[src/rv_exec_defs.svh]
`ifndef RV_EXEC_DEFS_SVH
`define RV_EXEC_DEFS_SVH

`define RV_XLEN      32              // Data and PC width
`define RV_NUM_REGS  32              // Architectural registers, x0 included

`define RV_OPC_LUI    7'b0110111     // U-type
`define RV_OPC_AUIPC  7'b0010111     // U-type
`define RV_OPC_JAL    7'b1101111     // J-type
`define RV_OPC_JALR   7'b1100111     // I-type
`define RV_OPC_BRANCH 7'b1100011     // B-type
`define RV_OPC_OP_IMM 7'b0010011     // I-type arithmetic
`define RV_OPC_OP     7'b0110011     // R-type arithmetic

`define RV_F3_ADD     3'b000         // ADD/SUB, ADDI, JALR
`define RV_F3_SLL     3'b001         // SLL, SLLI
`define RV_F3_SR      3'b101         // SRL/SRA, SRLI/SRAI

`define RV_F7_BASE    7'b0000000     // Plain encoding
`define RV_F7_ALT     7'b0100000     // SUB, SRA, SRAI

`endif

[src/rv_exec_pkg.sv]
package rv_exec_pkg;

  // One data, PC or immediate word
  typedef logic [31:0] word_t;

  // Register index, x0 to x31
  typedef logic [4:0] reg_addr_t;

  // Operand set and result rule selected by the decoder
  typedef enum logic [2:0] {
    OP_REG     = 3'd0,  // rs1 op rs2
    OP_IMM     = 3'd1,  // rs1 op imm
    OP_LUI     = 3'd2,  // imm
    OP_AUIPC   = 3'd3,  // pc + imm
    OP_JAL     = 3'd4,  // Link pc + 4, target pc + imm
    OP_JALR    = 3'd5,  // Link pc + 4, target rs1 + imm
    OP_BRANCH  = 3'd6,  // Compare only, no write
    OP_ILLEGAL = 3'd7   // Anything not supported
  } op_class_t;

  // The ALU keys its
  // result mux and its
  // writeback rule on
  // this one field, so
  // the decoder is the
  // only place that
  // looks at opcodes

endpackage

[src/rv_decoder.sv]
`timescale 1ns/1ps
`include "rv_exec_defs.svh"

module rv_decoder
  import rv_exec_pkg::*;
(
  input  word_t     i_instr,
  output reg_addr_t o_rs1,
  output reg_addr_t o_rs2,
  output reg_addr_t o_rd,
  output logic [2:0] o_funct3,
  output logic      o_funct7_alt,
  output word_t     o_imm,
  output op_class_t o_class,
  output logic      o_wr_en
);

  logic [6:0] opcode;                 // Major opcode
  logic [6:0] funct7;                 // R-type funct7 / shift imm top
  logic       f7_base;                // funct7 is all zero
  logic       f7_alt;                 // funct7 is 0100000
  word_t      imm_i;                  // I-type immediate
  word_t      imm_u;                  // U-type immediate
  word_t      imm_j;                  // J-type immediate
  word_t      imm_b;                  // B-type immediate

  assign opcode   = i_instr[6:0];
  assign o_rd     = i_instr[11:7];
  assign o_funct3 = i_instr[14:12];
  assign o_rs1    = i_instr[19:15];
  assign o_rs2    = i_instr[24:20];
  assign funct7   = i_instr[31:25];
  assign f7_base  = (funct7 == `RV_F7_BASE);
  assign f7_alt   = (funct7 == `RV_F7_ALT);

  assign imm_i = {{20{i_instr[31]}}, i_instr[31:20]};
  assign imm_u = {i_instr[31:12], 12'b0};
  assign imm_j = {{12{i_instr[31]}}, i_instr[19:12], i_instr[20], i_instr[30:21], 1'b0};
  assign imm_b = {{20{i_instr[31]}}, i_instr[7], i_instr[30:25], i_instr[11:8], 1'b0};

  always_comb
  begin
    o_class = OP_ILLEGAL;             // Default: unsupported, no write
    o_wr_en = 1'b0;
    o_imm   = imm_i;
    case (opcode)
      `RV_OPC_LUI:
      begin
        o_class = OP_LUI;
        o_wr_en = 1'b1;
        o_imm   = imm_u;
      end
      `RV_OPC_AUIPC:
      begin
        o_class = OP_AUIPC;
        o_wr_en = 1'b1;
        o_imm   = imm_u;
      end
      `RV_OPC_JAL:
      begin
        o_class = OP_JAL;
        o_wr_en = 1'b1;
        o_imm   = imm_j;
      end
      `RV_OPC_JALR:
      begin
        if (o_funct3 == `RV_F3_ADD)   // Only funct3 000 is defined
        begin
          o_class = OP_JALR;
          o_wr_en = 1'b1;
        end
      end
      `RV_OPC_BRANCH:
      begin
        o_imm = imm_b;
        if (o_funct3[2:1] != 2'b01)   // funct3 2 and 3 are reserved
        begin
          o_class = OP_BRANCH;
        end
      end
      `RV_OPC_OP_IMM:
      begin
        // Shifts carry a funct7 in imm[11:5]
        if ((o_funct3 == `RV_F3_SLL && f7_base) ||
            (o_funct3 == `RV_F3_SR && (f7_base || f7_alt)) ||
            (o_funct3 != `RV_F3_SLL && o_funct3 != `RV_F3_SR))
        begin
          o_class = OP_IMM;
          o_wr_en = 1'b1;
        end
      end
      `RV_OPC_OP:
      begin
        if (f7_base || (f7_alt && (o_funct3 == `RV_F3_ADD || o_funct3 == `RV_F3_SR)))
        begin
          o_class = OP_REG;
          o_wr_en = 1'b1;
        end
      end
      default:
      begin
        o_class = OP_ILLEGAL;
      end
    endcase
  end

  // SUB/SRA select, never set for ADDI with imm[10] high
  assign o_funct7_alt = i_instr[30] &&
                        ((o_class == OP_REG) || (o_class == OP_IMM && o_funct3 == `RV_F3_SR));

  always_comb
  begin
    a_no_wr_branch_illegal: assert final (!(o_wr_en && (o_class inside {OP_ILLEGAL, OP_BRANCH})))
      else $error("rv_decoder: write enabled for branch or illegal instruction");
  end

endmodule

[src/rv_regfile.sv]
`timescale 1ns/1ps

module rv_regfile
  import rv_exec_pkg::*;
(
  input  logic      i_clk,
  input  logic      i_rst,
  input  reg_addr_t i_rs1_addr,
  input  reg_addr_t i_rs2_addr,
  input  reg_addr_t i_wr_addr,
  output word_t     o_rs1_data,
  output word_t     o_rs2_data,
  input  logic      i_wr_en,
  input  word_t     i_wr_data
);

  word_t regs [1:31];                 // x0 has no storage

  // One flop bank per register, x0 never matches
  for (genvar g = 1; g < 32; g++)
  begin : g_reg
    always_ff @(posedge i_clk)
    begin
      if (i_rst)
      begin
        regs[g] <= '0;                // Architectural state clears
      end
      else if (i_wr_en && (i_wr_addr == reg_addr_t'(g)))
      begin
        regs[g] <= i_wr_data;
      end
    end
  end

  assign o_rs1_data = (i_rs1_addr == '0) ? '0 : regs[i_rs1_addr];  // x0 reads zero
  assign o_rs2_data = (i_rs2_addr == '0) ? '0 : regs[i_rs2_addr];

  // x0 reads zero on both ports
  a_x0_rs1_zero: assert property (@(posedge i_clk) disable iff (i_rst)
    (i_rs1_addr == '0) |-> (o_rs1_data == '0));
  a_x0_rs2_zero: assert property (@(posedge i_clk) disable iff (i_rst)
    (i_rs2_addr == '0) |-> (o_rs2_data == '0));

endmodule

[src/rv_alu.sv]
`timescale 1ns/1ps

module rv_alu
  import rv_exec_pkg::*;
(
  input  logic       i_clk,
  input  logic       i_rst,
  input  logic       i_valid,
  input  op_class_t  i_class,
  input  logic [2:0] i_funct3,
  input  logic       i_funct7_alt,
  input  word_t      i_rs1_data,
  input  word_t      i_rs2_data,
  input  word_t      i_imm,
  input  word_t      i_pc,
  input  reg_addr_t  i_rd,
  input  logic       i_wr_en,
  output logic       o_wb_en,
  output reg_addr_t  o_wb_addr,
  output word_t      o_wb_data,
  output logic       o_valid,
  output word_t      o_result,
  output reg_addr_t  o_rd,
  output logic       o_branch_taken,
  output word_t      o_target,
  output logic       o_illegal
);

  word_t      op_b;                   // rs2 or immediate
  logic [4:0] shamt;                  // Low 5 bits only
  word_t      arith;                  // funct3 operation result
  logic       cond;                   // Branch comparison outcome
  word_t      result;                 // Value for rd
  word_t      target;                 // Redirect address
  word_t      jalr_sum;               // rs1 + imm before alignment
  logic       taken;                  // Redirect this instruction
  logic       illegal;

  assign op_b     = (i_class == OP_REG) ? i_rs2_data : i_imm;
  assign shamt    = op_b[4:0];
  assign jalr_sum = i_rs1_data + i_imm;

  always_comb
  begin
    case (i_funct3)
      3'd0:    arith = i_funct7_alt ? (i_rs1_data - op_b) : (i_rs1_data + op_b);  // ADD/SUB
      3'd1:    arith = i_rs1_data << shamt;                                       // SLL
      3'd2:    arith = {31'b0, $signed(i_rs1_data) < $signed(op_b)};             // SLT
      3'd3:    arith = {31'b0, i_rs1_data < op_b};                               // SLTU
      3'd4:    arith = i_rs1_data ^ op_b;                                         // XOR
      3'd5:    arith = i_funct7_alt ? word_t'($signed(i_rs1_data) >>> shamt)     // SRA
                                    : (i_rs1_data >> shamt);                     // SRL
      3'd6:    arith = i_rs1_data | op_b;                                         // OR
      default: arith = i_rs1_data & op_b;                                         // AND
    endcase
  end

  // Branch compare always on rs1/rs2
  always_comb
  begin
    case (i_funct3)
      3'd0:    cond = (i_rs1_data == i_rs2_data);                   // BEQ
      3'd1:    cond = (i_rs1_data != i_rs2_data);                   // BNE
      3'd4:    cond = ($signed(i_rs1_data) < $signed(i_rs2_data));  // BLT
      3'd5:    cond = ($signed(i_rs1_data) >= $signed(i_rs2_data)); // BGE
      3'd6:    cond = (i_rs1_data < i_rs2_data);                    // BLTU
      3'd7:    cond = (i_rs1_data >= i_rs2_data);                   // BGEU
      default: cond = 1'b0;           // Decoder flags these illegal
    endcase
  end

  always_comb
  begin
    result  = '0;
    taken   = 1'b0;
    illegal = 1'b0;
    case (i_class)
      OP_REG, OP_IMM: result = arith;
      OP_LUI:         result = i_imm;
      OP_AUIPC:       result = i_pc + i_imm;
      OP_JAL, OP_JALR:
      begin
        result = i_pc + 32'd4;        // Link address
        taken  = 1'b1;
      end
      OP_BRANCH:      taken = cond;   // Result stays zero
      default:        illegal = 1'b1;
    endcase
  end

  assign target = (i_class == OP_JALR) ? {jalr_sum[31:1], 1'b0} : (i_pc + i_imm);

  // Write lands at the same edge that registers the outputs
  assign o_wb_en   = i_valid && i_wr_en && (i_rd != '0);
  assign o_wb_addr = i_rd;
  assign o_wb_data = result;

  always_ff @(posedge i_clk)
  begin
    if (i_rst)
    begin
      o_valid        <= 1'b0;
      o_branch_taken <= 1'b0;
      o_illegal      <= 1'b0;
    end
    else
    begin
      o_valid        <= i_valid;
      o_branch_taken <= i_valid && taken;
      o_illegal      <= i_valid && illegal;
    end
  end

  always_ff @(posedge i_clk)
  begin
    o_result <= result;               // Payload, no reset
    o_rd     <= i_rd;
    o_target <= target;
  end

  a_taken_valid: assert property (@(posedge i_clk) disable iff (i_rst)
    o_branch_taken |-> o_valid);
  a_target_aligned: assert property (@(posedge i_clk) disable iff (i_rst)
    o_branch_taken |-> (o_target[0] == 1'b0));

endmodule

[src/rv_exec_top.sv]
`timescale 1ns/1ps

module rv_exec_top
  import rv_exec_pkg::*;
(
  input  logic      i_clk,
  input  logic      i_rst,
  input  logic      i_valid,
  input  word_t     i_instr,
  input  word_t     i_pc,
  output logic      o_valid,
  output word_t     o_result,
  output reg_addr_t o_rd,
  output logic      o_branch_taken,
  output word_t     o_target,
  output logic      o_illegal
);

  reg_addr_t  rs1;                    // Read port addresses
  reg_addr_t  rs2;
  reg_addr_t  rd;                     // Destination from decode
  logic       wr_en;                  // Instruction writes rd
  op_class_t  op_class;
  logic [2:0] funct3;
  logic       funct7_alt;             // SUB/SRA select
  word_t      imm;
  word_t      rs1_data;               // Operands from register file
  word_t      rs2_data;
  logic       wb_en;                  // Writeback from ALU
  reg_addr_t  wb_addr;
  word_t      wb_data;

  rv_decoder u_decoder (
    .i_instr      (i_instr),
    .o_rs1        (rs1),
    .o_rs2        (rs2),
    .o_rd         (rd),
    .o_funct3     (funct3),
    .o_funct7_alt (funct7_alt),
    .o_imm        (imm),
    .o_class      (op_class),
    .o_wr_en      (wr_en)
  );

  rv_regfile u_regfile (
    .i_clk (i_clk), .i_rst (i_rst),
    .i_rs1_addr (rs1), .i_rs2_addr (rs2), .i_wr_addr (wb_addr),
    .o_rs1_data (rs1_data), .o_rs2_data (rs2_data),
    .i_wr_en (wb_en), .i_wr_data (wb_data)
  );

  rv_alu u_alu (
    .i_clk (i_clk), .i_rst (i_rst), .i_valid (i_valid),
    .i_class (op_class), .i_funct3 (funct3), .i_funct7_alt (funct7_alt),
    .i_rs1_data (rs1_data), .i_rs2_data (rs2_data), .i_imm (imm), .i_pc (i_pc),
    .i_rd (rd), .i_wr_en (wr_en),
    .o_wb_en (wb_en), .o_wb_addr (wb_addr), .o_wb_data (wb_data),
    .o_valid (o_valid), .o_result (o_result), .o_rd (o_rd),
    .o_branch_taken (o_branch_taken), .o_target (o_target), .o_illegal (o_illegal)
  );

endmodule

[config.mk]
export PLATFORM = sky130hd
export DESIGN_NAME = rv_exec_top
export DESIGN_NICKNAME = d
export VERILOG_FILES = /design/src/rv_exec_pkg.sv /design/src/rv_decoder.sv /design/src/rv_regfile.sv /design/src/rv_alu.sv /design/src/rv_exec_top.sv
export VERILOG_INCLUDE_DIRS = /design/src /design/src/src
export SDC_FILE = /design/constraint.sdc
export NUM_CORES = 2
export LEC_CHECK = 0
export BUFFER_PORTS_ARGS = -buffer_cell sky130_fd_sc_hd__buf_2
export CELL_PAD_IN_SITES_DETAIL_PLACEMENT = 1
export CELL_PAD_IN_SITES_GLOBAL_PLACEMENT = 1
export CORE_ASPECT_RATIO = 1.25
export CORE_MARGIN = 4
export CORE_UTILIZATION = 42
export CTS_BUF_LIST = sky130_fd_sc_hd__clkbuf_4
export DETAILED_ROUTE_END_ITERATION = 8
export GPL_TIMING_DRIVEN = 1
export PLACE_DENSITY = 0.68
export SLEW_MARGIN = 20
export SYNTH_ARGS = -nofsm -noshare
export SYNTH_HDL_FRONTEND = slang
export SYNTH_HIERARCHICAL = 1
export SYNTH_SLANG_ARGS = --single-unit
[constraint.sdc]
create_clock -name i_clk -period 8.8 [get_ports i_clk]
set_input_delay 0.88 -clock i_clk [delete_from_list [all_inputs] [get_ports i_clk]]
set_output_delay 0.88 -clock i_clk [all_outputs]
set_load 0.02 [all_outputs]
==> run_results.csv <==
group,metric,value,unit
synth,synth_edf_count,992,
timing,finalCritPeriodShare,0.797,
setup_path,crit_path_end_kind,"flip-flop",
power,p_per_area,176,nW/um2
synth,avgSynthCellArea,10.9,um2
setup_path,slowest_delay,0.68,ns
setup_path,cp.required,9.87,ns
clock_tree,clockBufferDepth,4,
setup_path,worstSetupPathType,"in2reg",
setup_path,cp_slowest_cell,"a221oi_1",
clock_tree,cts.clk_slew.worst_paths,0.07,ns
job,drv_cap,0,
clock_tree,h-tree-depth,5,
timing,rsz0062_at_grt,"false",
cells_and_area,nNetsFinal,6891,
global_routing,grt_pass1_vias,62258,
clock_tree,cts.sinks,1064,
cells_and_area,area_growth,10.4,%
outcome,outcome,"finished, final reports clean",
floorplan,start_util,0.422,
global_routing,grt_start_max_net_pins,99,
synth,synthArstFlopShare,0,
clock_tree,root_buffer,"clkbuf_4",
timing,worstMarginPinSlew,1.19,ns
setup_path,path_buf_inv,8,
synth,synth_top_area_cell,"edfxtp_1",
place,dp.cells,8544,
synth,synth_nets,6722,
routing,viasPerCell,6.65,
timing,fin_crit,7.01,ns
setup_path,cp.arrival,8.09,ns
timing,drv_slew,0,
floorplan,ios,139,
routing,drc,0,
clock_tree,post-cts-setup-buffer-count,0,
routing,ant_nets,0,
synth,syn-cell-area,70700,um2
synth,syn_inst,6468,
place,gp_congestion,1.02,
place,io_buffers,138,
power,ir_drop,0.115,mV
timing,relSlewSlack,0.203,
routing,drtIter0Drc,6836,
place,dpl.hpwl,228000,um
timing,fin_skew,0.142,ns
global_routing,gr-total-overflow,0,
routing,wirelength,330000,um
setup_path,critPathMaxFanout,35,
cells_and_area,stdcell_count,9023,
synth,yosys.cell_types.count,110,
floorplan,die_y,467,um
synth,synth_area_leaders,"edfxtp_1 (42%), and2_1 (8.9%), mux2i_1 (8.5%)",
global_routing,grt_use_total,0.368,
setup_path,crit_path_start_kind,"input pin",
timing,setup_viol,0,
routing,dr.pass1.iters,5,
routing,wl_per_cell,36.5,um
clock_tree,cts_buffers,292,
min_path,hold_class,"in2reg",
setup_path,cpMostUsedCell,"buf_4",
timing,fmax,0.143,GHz
setup_path,worstPathCellList,"buf_8 > buf_4 > buf_4 > mux4_2 > mux2_2 > a221oi_1 > a211oi_1 > inv_1 > o21ai_0 > inv_1 > ha_1 > nor3_1 > buf_4 > nand2_1 > or3_1 > a311oi_2 > buf_4 > nor2_1 > a41oi_1 > nor3_1 > xnor2_1 > o221ai_2 > buf_4 > and2_1",
floorplan,die_width,375,um
floorplan,row_count,168,
power,cellLeakagePower,0.0299,uW
synth,yosysSeqAreaShare,0.442,
place,dp_slack,0.846,ns
setup_path,cp_top_family,"buffers and inverters",
floorplan,core,168000,um2
synth,yosys_warnings,6,
routing,vias,60022,
timing,fin_ws,1.79,ns
floorplan,dieArea,175000,um2
synth,synth_top_area_share,0.421,
clock_tree,cts_tree,"built",
global_routing,grt_pass1_wl,460000,um
clock_tree,clk_latency,1.35,ns
synth,yosys_register_bits,1064,
power,power,13700,uW
synth,ys.flop_type,"edfxtp_1",
global_routing,grt_antenna_before_repair,31,
cells_and_area,drive_gt1_frac,0.192,
timing,hold_viol_final,0,
[placed cells by master (no fill, tap or decap), drive strengths merged, types with 50 or more instances in the layout]
| cell | Yosys | final |
|---|---|---|
| o22ai | 75 | 75 |
| mux2 | 55 | 55 |
| nand4 | 56 | 56 |
| o211ai | 52 | 52 |
| a211oi | 74 | 74 |
| nand2 | 248 | 248 |
| a21o | 81 | 81 |
| buf | 232 | 450 |
| mux2i | 597 | 597 |
| and2 | 1010 | 1010 |
| inv | 154 | 160 |
| ha | 184 | 184 |
| mux4 | 220 | 220 |
| dfxtp | 72 | 72 |
| xnor2 | 78 | 78 |
| edfxtp | 992 | 992 |
| clkinv | 1 | 50 |
| a22oi | 217 | 217 |
| nand3 | 163 | 163 |
| a21oi | 238 | 238 |
| nor3 | 77 | 77 |
| nor2 | 347 | 347 |
| o21ai | 227 | 227 |
| clkbuf | 351 | 396 |
[cell usage after synthesis (all sizes together) (56+ instances only)]
| cell | n |
|---|---|
| and2 | 1010 |
| edfxtp | 992 |
| mux2i | 597 |
| clkbuf | 351 |
| nor2 | 347 |
| nand2 | 248 |
| a21oi | 238 |
| buf | 232 |
| o21ai | 227 |
| mux4 | 220 |
| a22oi | 217 |
| ha | 184 |
| nand3 | 163 |
| inv | 154 |
| a21o | 81 |
| xnor2 | 78 |
| nor3 | 77 |
| o22ai | 75 |
| a211oi | 74 |
| dfxtp | 72 |
| nand4 | 56 |
[final timing paths]
check                         from  slack (ns)  cells past startpoint                endpoint
max                    i_instr[20]        1.79                     24  u_regfile/regs[16][31]
min                    i_instr[31]        0.14                      2      u_alu/o_target[31]
max reg2reg  u_regfile/regs[25][6]        1.83                     19  u_regfile/regs[16][31]
min reg2reg  u_regfile/regs[14][0]        1.33                      8       u_alu/o_target[1]
[through the flow]
| step | utilization | area, um2 | setup TNS, ns | hold slack (ns) |
|---|---|---|---|---|
| global placement | 0.445 | 74500 | -5.27 | 1.18 |
| floorplan | - | 70700 | 0 | 0.959 |
| finish | 0.466 | 78000 | 0 | 0.135 |
| CTS | 0.465 | 77900 | 0 | 0.0278 |
| global route | 0.465 | 78000 | 0 | 0.0398 |
| detailed placement | 0.445 | 74600 | 0 | 1.19 |
[final cells by class]
| type | instances | area [um2] |
|---|---|---|
| diodes | 16 | 40.0 |
| clock buffers | 396 | 2970 |
| clock inverters | 58 | 310 |
| fillers | 18064 | 89500 |
| inverters | 155 | 586 |
| multi-input cells | 4666 | 36700 |
| flip-flops and latches | 1064 | 31200 |
| well taps | 2210 | 2770 |
| repair buffers | 458 | 3430 |
[sequential cells by signal, indices dropped and copies added, names as in the netlist]
name / flops
u_alu/o_result: 32
u_regfile/regs: 992
u_alu/o_branch_taken: 1
u_alu/o_valid: 1
u_alu/o_rd: 5
u_alu/o_illegal: 1
u_alu/o_target: 32
[kinds of logic after synthesis]
logic type,share of synthesized area
AOI/OAI and AO/OA,0.132
xor gates and xnor gates,0.0152
adders and majority gates,0.0334
buffers and inverters,0.0475
DFF,0.442
muxes,0.163
and+or+nand+nor,0.166
[power by group]
group	total, uW	internal (uW)	switching (uW)	leakage [uW]
Combinational	3460	1170	2290	0.0179
Clock	4310	2150	2170	0.00199
Sequential	5960	5800	156	0.0100
[metal layers]
| layer | track usage | wire length, um | vias up |
|---|---|---|---|
| met3 | 0.0820 | 29600 | 1247 |
| met4 | 0.266 | 28900 | 14 |
| met1 | 0.404 | 113000 | 30378 |
| met2 | 0.630 | 159000 | 3700 |
| li1 | - | - | 24683 |
| met5 | 0 | 85 | - |
[repair_timing]
action | 4_1_cts | 5_1_grt
hold buffers | 8 | 0
gates resized for setup | 0 | 0
hold endpoints to repair | 8 | 0
[worst reg2reg max path, cell delays in order (launching register included)]
cell and delay [ns]:
edfxtp_1 0.44, mux4_2 0.48, mux2_2 0.29, a221oi_1 0.74, a211oi_1 0.24, inv_1 0.24
o21ai_0 0.19, ha_1 0.30, or3_4 0.43, or3_1 0.33, o211ai_2 0.26, o22ai_1 0.37
a221o_1 0.46, a221o_1 0.40, a2111oi_1 0.42, nor3_1 0.20, xnor2_1 0.17, o221ai_2 0.23
buf_4 0.35, and2_1 0.24
Power figures use the tool's default switching activity.
